File: config.mk
export PLATFORM = sky130hd
export DESIGN_NAME = cache_response_top
export DESIGN_NICKNAME = d
export VERILOG_FILES = /design/src/common/cache_pkg.sv /design/src/common/response_fifo_if.sv /design/src/hw/response_control.sv /design/src/hw/response_fifo/response_fifo.sv /design/src/hw/response_router.sv /design/src/hw/cache_response_top.sv
export VERILOG_INCLUDE_DIRS = /design/src /design/src/common
export SDC_FILE = /design/constraint.sdc
export NUM_CORES = 1
export LEC_CHECK = 0
export BUFFER_PORTS_ARGS = -buffer_cell sky130_fd_sc_hd__buf_2
export CORE_UTILIZATION = 55
export CTS_BUF_LIST = sky130_fd_sc_hd__clkbuf_4 sky130_fd_sc_hd__clkbuf_8
export DETAILED_ROUTE_END_ITERATION = 16
export GPL_ROUTABILITY_DRIVEN = 0
export PLACE_DENSITY = 0.77
export RECOVER_POWER = 50
export SLEW_MARGIN = 20
export SYNTH_ARGS = -nofsm -noshare
export SYNTH_HDL_FRONTEND = slang
export SYNTH_SLANG_ARGS = --single-unit
File: constraint.sdc
create_clock -name ap_clk -period 9.9 [get_ports ap_clk]
set_clock_uncertainty 0.2 [all_clocks]
set_input_delay 0.495 -clock ap_clk [delete_from_list [all_inputs] [get_ports ap_clk]]
set_output_delay 0.495 -clock ap_clk [all_outputs]
set_load 0.01 [all_outputs]
File: src/common/cache_cfg.svh
// ----------------------------------------
// Sizing macros for the cache response
// stage, shared by the package and the RTL
// ----------------------------------------

`ifndef CACHE_CFG_SVH
`define CACHE_CFG_SVH

// Read word and address widths
`define CACHE_DATA_W     32
`define CACHE_ADDR_W     32

// Response FIFO geometry
`define RESP_FIFO_DEPTH  16
`define RESP_PROG_THRESH 8

// Output fan-out
`define NUM_REQUESTOR    2

// Clearing window after reset, in cycles
`define RESP_BUSY_CYCLES 8

`endif

File: src/common/cache_pkg.sv
// ----------------------------------------
// Types for the cache response stage
// Referenced by scoped name from all RTL
// ----------------------------------------

`include "cache_cfg.svh"

package cache_pkg;

  // Buffer class carried with every request
  typedef enum logic [2:0] {
    subclass_none     = 3'd0,
    subclass_cu_setup = 3'd1,
    subclass_vertex   = 3'd2,
    subclass_edge     = 3'd3,
    subclass_aux      = 3'd4
  } buffer_subclass_e;

  // Command kind
  typedef enum logic [1:0] {
    cmd_read         = 2'd0,
    cmd_write        = 2'd1,
    cmd_mem_response = 2'd2
  } mem_cmd_e;

  // Routing and class info that follows the data
  typedef struct packed {
    logic [`CACHE_ADDR_W-1:0] address;
    logic [3:0]               route;
    buffer_subclass_e         subclass;
    logic [1:0]               operand;
    logic [1:0]               filter;
    logic [1:0]               alu;
    mem_cmd_e                 cmd;
  } response_meta_t;

  // Response as delivered by the cache
  typedef struct packed {
    logic                     valid;
    response_meta_t           meta;
    logic [`CACHE_DATA_W-1:0] rdata;
  } cache_response_t;

  // One FIFO entry
  typedef struct packed {
    response_meta_t           meta;
    logic [`CACHE_DATA_W-1:0] rdata;
  } response_payload_t;

  // Output packet, read word copied into all fields
  typedef struct packed {
    logic                     valid;
    response_meta_t           meta;
    logic [`CACHE_DATA_W-1:0] field_0;
    logic [`CACHE_DATA_W-1:0] field_1;
    logic [`CACHE_DATA_W-1:0] field_2;
    logic [`CACHE_DATA_W-1:0] field_3;
  } memory_packet_t;

endpackage

File: src/common/response_fifo_if.sv
// ----------------------------------------
// Push, pop and status bundle of the
// response FIFO
// ----------------------------------------

`timescale 1ns/1ps

interface response_fifo_if;

  // Push side
  logic                         wr_en;
  cache_pkg::response_payload_t din;

  // Pop side
  logic                         rd_en;
  cache_pkg::response_payload_t dout;
  logic                         dout_valid;

  // Status
  logic                         empty;
  logic                         full;
  logic                         prog_full;
  logic                         busy;

  modport fifo (
    input  wr_en, din, rd_en,
    output dout, dout_valid, empty, full, prog_full, busy
  );

  // Strobe generation
  modport control (
    output wr_en, rd_en,
    input  empty, full, busy
  );

  // Packet builder downstream of the FIFO
  modport consumer (
    input dout, dout_valid
  );

endinterface

File: src/hw/response_control.sv
// ----------------------------------------
// Control of the response stage
// Fans out resets, forms push and pop
// strobes, drives the setup signal
// ----------------------------------------

`timescale 1ns/1ps

module response_control (
  input  logic ap_clk,
  input  logic areset_control,
  input  logic response_in_valid,
  input  logic read_enable,
  response_fifo_if.control fifo,
  output logic reset_fifo,
  output logic reset_router,
  output logic reset_regs,
  output logic fifo_setup_signal
);

  logic push_q;
  logic rd_level_q;

  // ----------------------------------------
  // Reset fan-out
  // ----------------------------------------
  // One register per consumer to ease timing on the reset tree
  always_ff @(posedge ap_clk) begin
    reset_fifo   <= areset_control;
    reset_router <= areset_control;
    reset_regs   <= areset_control;
  end

  // ----------------------------------------
  // Push and pop strobes
  // ----------------------------------------
  always_ff @(posedge ap_clk) begin
    if (areset_control) begin
      push_q     <= 1'b0;
      rd_level_q <= 1'b0;
    end else begin
      push_q     <= response_in_valid;
      rd_level_q <= read_enable;
    end
  end

  // Push one cycle after the input strobe
  assign fifo.wr_en = push_q;

  // Pop only with data present
  assign fifo.rd_en = rd_level_q & ~fifo.empty;

  // Setup held through reset and the FIFO clearing window
  always_ff @(posedge ap_clk) begin
    if (areset_control) begin
      fifo_setup_signal <= 1'b1;
    end else begin
      fifo_setup_signal <= fifo.busy;
    end
  end

  // Clearing window keeps the FIFO empty, so no pop lands in it
  a_no_pop_busy : assert property (@(posedge ap_clk) disable iff (areset_control)
    fifo.rd_en |-> !fifo.busy);

  // Push into a full FIFO without a pop leaves it full
  a_full_holds : assert property (@(posedge ap_clk) disable iff (areset_control)
    (fifo.wr_en && fifo.full && !fifo.rd_en) |=> fifo.full);

endmodule

File: src/hw/response_fifo/response_fifo.sv
// ----------------------------------------
// Synchronous response FIFO
// Registered read data with a one-cycle
// valid pulse, busy window after reset
// ----------------------------------------

`timescale 1ns/1ps

`include "cache_cfg.svh"

module response_fifo (
  input logic ap_clk,
  input logic reset_fifo,
  response_fifo_if.fifo fifo
);

  localparam int DEPTH  = `RESP_FIFO_DEPTH;
  localparam int PTR_W  = $clog2(DEPTH);
  localparam int CNT_W  = $clog2(DEPTH + 1);
  localparam int BUSY_W = $clog2(`RESP_BUSY_CYCLES + 1);

  cache_pkg::response_payload_t mem [DEPTH];

  logic [PTR_W-1:0]  wr_ptr;
  logic [PTR_W-1:0]  rd_ptr;
  logic [CNT_W-1:0]  count;
  logic [BUSY_W-1:0] busy_cnt;
  logic              do_write;
  logic              do_read;

  // Pointer advance with wrap at the last entry
  function automatic logic [PTR_W-1:0] ptr_next(input logic [PTR_W-1:0] ptr);
    ptr_next = (ptr == PTR_W'(DEPTH - 1)) ? '0 : ptr + 1'b1;
  endfunction

  // ----------------------------------------
  // Status
  // ----------------------------------------
  assign fifo.busy      = (busy_cnt != '0);
  assign fifo.full      = (count == CNT_W'(DEPTH));
  assign fifo.empty     = (count == '0);
  assign fifo.prog_full = (count >= CNT_W'(`RESP_PROG_THRESH));

  // Traffic ignored while clearing
  assign do_write = fifo.wr_en & ~fifo.full & ~fifo.busy;
  assign do_read  = fifo.rd_en & ~fifo.empty & ~fifo.busy;

  // Clearing window, counts down once reset is released
  always_ff @(posedge ap_clk) begin
    if (reset_fifo) begin
      busy_cnt <= BUSY_W'(`RESP_BUSY_CYCLES);
    end else if (busy_cnt != '0) begin
      busy_cnt <= busy_cnt - 1'b1;
    end
  end

  // ----------------------------------------
  // Pointers, occupancy, read valid
  // ----------------------------------------
  always_ff @(posedge ap_clk) begin
    if (reset_fifo) begin
      wr_ptr          <= '0;
      rd_ptr          <= '0;
      count           <= '0;
      fifo.dout_valid <= 1'b0;
    end else begin
      if (do_write) begin
        wr_ptr <= ptr_next(wr_ptr);
      end
      if (do_read) begin
        rd_ptr <= ptr_next(rd_ptr);
      end
      case ({do_write, do_read})
        2'b10:   count <= count + 1'b1;
        2'b01:   count <= count - 1'b1;
        default: count <= count;
      endcase
      fifo.dout_valid <= do_read;
    end
  end

  // Storage and read data register
  always_ff @(posedge ap_clk) begin
    if (do_write) begin
      mem[wr_ptr] <= fifo.din;
    end
    if (do_read) begin
      fifo.dout <= mem[rd_ptr];
    end
  end

  a_count_bound : assert property (@(posedge ap_clk) disable iff (reset_fifo)
    count <= CNT_W'(DEPTH));

endmodule

File: src/hw/response_router.sv
// ----------------------------------------
// Packet builder and requestor demux
// CU setup goes to all requestors, the
// rest to the last one only
// ----------------------------------------

`timescale 1ns/1ps

`include "cache_cfg.svh"

module response_router (
  input  logic ap_clk,
  input  logic reset_router,
  response_fifo_if.consumer fifo,
  output cache_pkg::memory_packet_t response_out [`NUM_REQUESTOR]
);

  localparam int NREQ = `NUM_REQUESTOR;

  logic                      is_setup;
  cache_pkg::memory_packet_t pkt_next;
  logic [NREQ-1:0]           valid_q;
  cache_pkg::memory_packet_t pkt_q [NREQ];

  assign is_setup = (fifo.dout.meta.subclass == cache_pkg::subclass_cu_setup);

  // Read word fanned into every data field
  always_comb begin
    pkt_next.valid   = fifo.dout_valid;
    pkt_next.meta    = fifo.dout.meta;
    pkt_next.field_0 = fifo.dout.rdata;
    pkt_next.field_1 = fifo.dout.rdata;
    pkt_next.field_2 = fifo.dout.rdata;
    pkt_next.field_3 = fifo.dout.rdata;
  end

  // ----------------------------------------
  // Per-requestor output registers
  // ----------------------------------------
  for (genvar i = 0; i < NREQ; i++) begin : g_req
    logic sel;

    // Last requestor takes every response
    assign sel = fifo.dout_valid & (is_setup | (i == NREQ - 1));

    always_ff @(posedge ap_clk) begin
      if (reset_router) begin
        valid_q[i] <= 1'b0;
      end else begin
        valid_q[i] <= sel;
      end
    end

    always_ff @(posedge ap_clk) begin
      if (sel) begin
        pkt_q[i] <= pkt_next;
      end
    end

    always_comb begin
      response_out[i]       = pkt_q[i];
      response_out[i].valid = valid_q[i];
    end
  end

  // Requestor 0 only ever sees CU setup traffic
  a_req0_setup_only : assert property (@(posedge ap_clk) disable iff (reset_router)
    valid_q[0] |-> (pkt_q[0].meta.subclass == cache_pkg::subclass_cu_setup));

endmodule

File: src/hw/cache_response_top.sv
// ----------------------------------------
// Cache response stage top level
// Plain ports in, FIFO in the middle,
// flattened requestor packets out
// ----------------------------------------

`timescale 1ns/1ps

`include "cache_cfg.svh"

module cache_response_top (
  input  logic                     ap_clk,
  input  logic                     areset_control,
  input  logic                     response_in_valid,
  input  logic [`CACHE_ADDR_W-1:0] response_in_address,
  input  logic [3:0]               response_in_route,
  input  logic [2:0]               response_in_subclass,
  input  logic [1:0]               response_in_operand,
  input  logic [1:0]               response_in_filter,
  input  logic [1:0]               response_in_alu,
  input  logic [`CACHE_DATA_W-1:0] response_in_rdata,
  input  logic                     read_enable,
  output logic [`NUM_REQUESTOR-1:0] response_out_valid,
  output logic [`CACHE_ADDR_W-1:0] response_out_address [`NUM_REQUESTOR],
  output logic [3:0]               response_out_route   [`NUM_REQUESTOR],
  output logic [2:0]               response_out_subclass[`NUM_REQUESTOR],
  output logic [1:0]               response_out_cmd     [`NUM_REQUESTOR],
  output logic [`CACHE_DATA_W-1:0] response_out_field_0 [`NUM_REQUESTOR],
  output logic [`CACHE_DATA_W-1:0] response_out_field_1 [`NUM_REQUESTOR],
  output logic [`CACHE_DATA_W-1:0] response_out_field_2 [`NUM_REQUESTOR],
  output logic [`CACHE_DATA_W-1:0] response_out_field_3 [`NUM_REQUESTOR],
  output logic                     fifo_full,
  output logic                     fifo_prog_full,
  output logic                     fifo_empty_n,
  output logic                     fifo_setup_signal
);

  logic                         reset_fifo;
  logic                         reset_router;
  logic                         reset_regs;
  cache_pkg::cache_response_t   response_in;
  cache_pkg::response_payload_t payload_q;
  cache_pkg::memory_packet_t    router_out [`NUM_REQUESTOR];

  response_fifo_if resp_if ();

  // Cache response from plain ports, a read reply
  always_comb begin
    response_in.valid         = response_in_valid;
    response_in.meta.address  = response_in_address;
    response_in.meta.route    = response_in_route;
    response_in.meta.subclass = cache_pkg::buffer_subclass_e'(response_in_subclass);
    response_in.meta.operand  = response_in_operand;
    response_in.meta.filter   = response_in_filter;
    response_in.meta.alu      = response_in_alu;
    response_in.meta.cmd      = cache_pkg::cmd_read;
    response_in.rdata         = response_in_rdata;
  end

  // Input payload register, command rewritten on the way in
  always_ff @(posedge ap_clk) begin
    payload_q.meta     <= response_in.meta;
    payload_q.meta.cmd <= cache_pkg::cmd_mem_response;
    payload_q.rdata    <= response_in.rdata;
  end

  assign resp_if.din = payload_q;

  // ----------------------------------------
  // Submodules
  // ----------------------------------------
  response_control i_response_control (
    .ap_clk            (ap_clk),
    .areset_control    (areset_control),
    .response_in_valid (response_in.valid),
    .read_enable       (read_enable),
    .fifo              (resp_if.control),
    .reset_fifo        (reset_fifo),
    .reset_router      (reset_router),
    .reset_regs        (reset_regs),
    .fifo_setup_signal (fifo_setup_signal)
  );

  response_fifo i_response_fifo (
    .ap_clk     (ap_clk),
    .reset_fifo (reset_fifo),
    .fifo       (resp_if.fifo)
  );

  response_router i_response_router (
    .ap_clk       (ap_clk),
    .reset_router (reset_router),
    .fifo         (resp_if.consumer),
    .response_out (router_out)
  );

  // Registered status toward the upstream block
  always_ff @(posedge ap_clk) begin
    if (reset_regs) begin
      fifo_full      <= 1'b0;
      fifo_prog_full <= 1'b0;
      fifo_empty_n   <= 1'b0;
    end else begin
      fifo_full      <= resp_if.full;
      fifo_prog_full <= resp_if.prog_full;
      fifo_empty_n   <= ~resp_if.empty;
    end
  end

  // Flatten packets onto plain ports
  for (genvar i = 0; i < `NUM_REQUESTOR; i++) begin : g_flat
    assign response_out_valid[i]    = router_out[i].valid;
    assign response_out_address[i]  = router_out[i].meta.address;
    assign response_out_route[i]    = router_out[i].meta.route;
    assign response_out_subclass[i] = router_out[i].meta.subclass;
    assign response_out_cmd[i]      = router_out[i].meta.cmd;
    assign response_out_field_0[i]  = router_out[i].field_0;
    assign response_out_field_1[i]  = router_out[i].field_1;
    assign response_out_field_2[i]  = router_out[i].field_2;
    assign response_out_field_3[i]  = router_out[i].field_3;
  end

endmodule

==> key figures <==
STA
  • Final setup TNS: 0 ns
  • Slew margin rel.: -130%
  • Min Tclk post-route: 4.88 ns
  • Pins Over Slew Limit: 101
  • Unrepaired setup endpoints after global routing: no
  • Part of the cycle the worst path needs: 49.3%
  • Final setup vio count: 0
  • Min Hold Slack: 0.0667 ns
  • Final worst slack: 5.02 ns
  • Max Freq: 0.205 GHz
  • Fin. Hold Viols: 0
  • Worst Tran Pin Value: 3.46 ns

Worst setup path
  • Critical path arrival: 5.06 ns
  • Crit path kind: register to register
  • Critical Path Sink Type: register
  • Worst-path fanout max: 44
  • Worst R2R Path Depth: 1
  • Worst r2r src: i_response_fifo.fifo.dout_valid
  • Reg2reg end: i_response_router.pkt_q[0][318]
  • Family with the most delay on the worst path: buffers and inverters
  • Sequence of cells on the critical path: clkbuf_1
  • CP max stage delay: 2.49 ns
  • Crit start category: register
  • Worst Path Buf+Inv: 1
  • CP max-delay cell: clkbuf_1
  • Crit path required time: 10.08 ns
  • Reg2Reg Setup Slack: 5.02 ns

Logic synthesis
  • Syn Inst Count: 2378
  • Post-synthesis mux area share: 13.4%
  • Netlist cell types: 47
  • Post-Synth XOR/XNOR Area: 0.115%
  • Cell taking the most area after synthesis: edfxtp_1
  • Adder-Cell Fraction of Synth Area: 0.259%
  • EDFF count, synth: 1349
  • Complex-gate fraction of the synthesized area: 1.86%
  • Ys Warns: 0
  • Async SR Flop Fraction: 0%
  • Top cells by area, synth: edfxtp_1 (76%), mux4_2 (12%), dfxtp_1 (3.7%)
  • Largest family of logic cells by synthesized area: multiplexers
  • Post-synth top area share: 76.1%
  • Cell Area, Synth: 53200 µm²
  • Sequential-to-total area share from yosys stat: 79.8%
  • Post-synthesis simple-gate area fraction: 0.759%
  • Mean Syn Cell Area: 22.4 µm²
  • Synth Flop Type: edfxtp_1
  • Seq cells post-synth: 1447

Die
  • DIE HEIGHT: 313 µm
  • DIE WIDTH: 313 µm
  • Initial Utilization: 55.8%
  • Die area: 98000 µm²
  • Cell row count: 113
  • I/O pin total: 425
  • Core Region: 95400 µm²

Clock network
  • Clock root buffer: clkbuf_8
  • Num CTS Buffers: 213
  • # clock sinks: 1447
  • CTS tree: yes
  • # resized after CTS: 0
  • Clock transition at path regs: 0.06 ns
  • Clk buf depth: 3
  • H-tree levels: 4
  • Clk_lat worst skew: 0.90 ns

Hold path
  • Worst Hold Launch: response_in_rdata[23]
  • Hold path cells: 2
  • Hold EP: payload_q[23]
  • Min-delay worst type: primary input to register

Global route
  • Global-route wire length before repair: 162 mm
  • Vias in the first global route: 26013
  • Largest net degree at the start of global routing: 138
  • Tot GR Track Use: 22.8%
  • Initial antenna violation count: 6
  • Total congestion overflow: 0

Pwr
  • Peak supply drop: 0.000146 V
  • Leakage Power: 19.3 nW
  • Pwr Density: 197 nW/µm²

Routing
  • TritonRoute pass-1 iters: 5
  • Final ANT Viol Nets: 0
  • Wire length per cell: 25.8 µm
  • Vias post-DR: 25144
  • Total Routed Length: 111 mm
  • Via-to-Cell Ratio: 5.86
  • First DRT Iteration DRCs: 2367
  • DR DRC count: 0

Layout
  • Most common cell after layout, fill and taps aside: edfxtp_1
  • Post-layout net count: 2923
  • Fillers: 6190
  • Leading cell types in the layout, fill and taps excluded: edfxtp_1 (1349), mux4_2 (284), buf_2 (260)
  • Area grow syn2layout: 13.7%
  • Layout cells sized above 1: 32.6%

Outcome
  • Outcome: complete, but fails checks
  • Failing checks: max-capacitance violations, max-slew violations

Run
  • Max Cap Violations: 3

Placement
  • Setup slack at placement: 5.59 ns
  • I/O Buffers: 414
  • Dpl hpwl: 56.3 mm
==> report_power, final <==
| part | internal (mW) | switching (mW) | total (mW) |
|---|---|---|---|
| clock network | 2.66 | 2.21 | 4.87 |
| registers | 6.73 | 0.0794 | 6.80 |
| logic | 0.106 | 0.112 | 0.219 |
==> Yosys cell counts, types with 2 or more instances <==
| library cell | number |
|---|---|
| edfxtp_1 | 1349 |
| mux4_2 | 284 |
| buf_4 | 206 |
| dfxtp_1 | 98 |
| a21oi_1 | 76 |
| mux2i_1 | 75 |
| o22ai_1 | 71 |
| clkbuf_1 | 45 |
| buf_2 | 39 |
| nor2_1 | 29 |
| ha_1 | 11 |
| buf_1 | 10 |
| nand2_1 | 10 |
| inv_1 | 8 |
| nor3_1 | 8 |
| nand2b_1 | 6 |
| nor2b_1 | 4 |
| o21ai_0 | 4 |
| or3_1 | 4 |
| xor2_1 | 4 |
| nand3_1 | 3 |
| nand4_1 | 3 |
| xnor2_1 | 3 |
| a211o_1 | 2 |
| buf_6 | 2 |
| conb_1 | 2 |
| nand4b_1 | 2 |
==> registers in the layout, summed over array words and instances (netlist names) <==
name                                  flops
i_response_router.response_out            2
i_response_fifo.mem                    1136
i_response_control.reset_router           1
i_response_fifo.wr_ptr                    4
i_response_router.pkt_q                 142
i_response_fifo.fifo.dout                71
i_response_fifo.fifo.dout_valid           1
i_response_control.rd_level_q             1
i_response_control.fifo_setup_signal      1
payload_q                                71
fifo_prog_full                            1
i_response_fifo.rd_ptr                    4
i_response_control.fifo.wr_en             1
fifo_full                                 1
i_response_fifo.busy_cnt                  4
i_response_fifo.count                     5
fifo_empty_n                              1
==> metrics by stage <==
| step | power (mW) | cells | cell area, µm² | utilization (%) |
|---|---|---|---|---|
| 2_1_floorplan | 7.05 | 2380 | 53200 | - |
| 3_3_place_gp | 7.12 | 3797 | 55400 | 58.0 |
| 3_5_place_dp | 7.13 | 3797 | 55400 | 58.0 |
| 4_1_cts | 12.0 | 4283 | 60700 | 63.6 |
| 5_1_grt | 12.3 | 4289 | 60500 | 63.4 |
| 6_report | 11.9 | 4289 | 60500 | 63.4 |
==> repair_timing <==
item	4_1_cts	5_1_grt
endpoints found under the hold margin	75	0
setup buffers	0	0
hold buffers	83	0
==> how the worst max path moves through the flow <==
| stage | slack [ns] | to | from | cells past startpoint |
|---|---|---|---|---|
| 2_1_floorplan | 0.21 | i_response_router.pkt_q[0][100] | i_response_fifo.fifo.dout_valid | 1 |
| 6_report | 5.02 | i_response_router.pkt_q[0][318] | i_response_fifo.fifo.dout_valid | 1 |
| 4_1_cts | 5.57 | i_response_fifo.mem[10][63] | i_response_fifo.busy_cnt[0] | 7 |
| 3_3_place_gp | 5.80 | i_response_fifo.mem[10][22] | i_response_fifo.busy_cnt[0] | 7 |
| 5_1_grt | 4.63 | i_response_fifo.mem[10][9] | i_response_fifo.busy_cnt[0] | 7 |
| 3_5_place_dp | 5.59 | i_response_fifo.mem[10][73] | i_response_fifo.busy_cnt[0] | 7 |
==> cell type report <==
cell class	instances	area [µm²]	area share [%]
tap	1265	1580	2.62
multi-input combinational	623	8860	14.6
clock buffer	328	3940	6.51
sequential	1447	42500	70.2
inverter	8	32.5	0.0537
clock inverter	75	552	0.912
antenna	5	12.5	0.0207
timing repair buffer	538	3060	5.05
==> layer usage <==
layer | track usage, % | routed length, µm | vias to the layer above | part of all wire (%)
met2 | 38.2 | 56200 | 1311 | 51
met5 | 0 | 11 | - | 0.010
li1 | - | - | 10552 | -
met1 | 29.8 | 42100 | 13101 | 38
met3 | 4.72 | 9360 | 178 | 8.5
met4 | 7.86 | 2870 | 2 | 2.6
==> cell families (layout without fill, tap and decap cells) <==
kind of cell | after synthesis | count (layout)
DFF | 1447 | 1447
xor gates and xnor gates | 7 | 7
muxes | 359 | 359
adders and majority gates | 11 | 11
buffers and inverters | 310 | 949
and+or+nand+nor | 77 | 77
other | 2 | 9
AOI/OAI and AO/OA | 165 | 165
No activity file was read; power rests on OpenSTA's default activity.
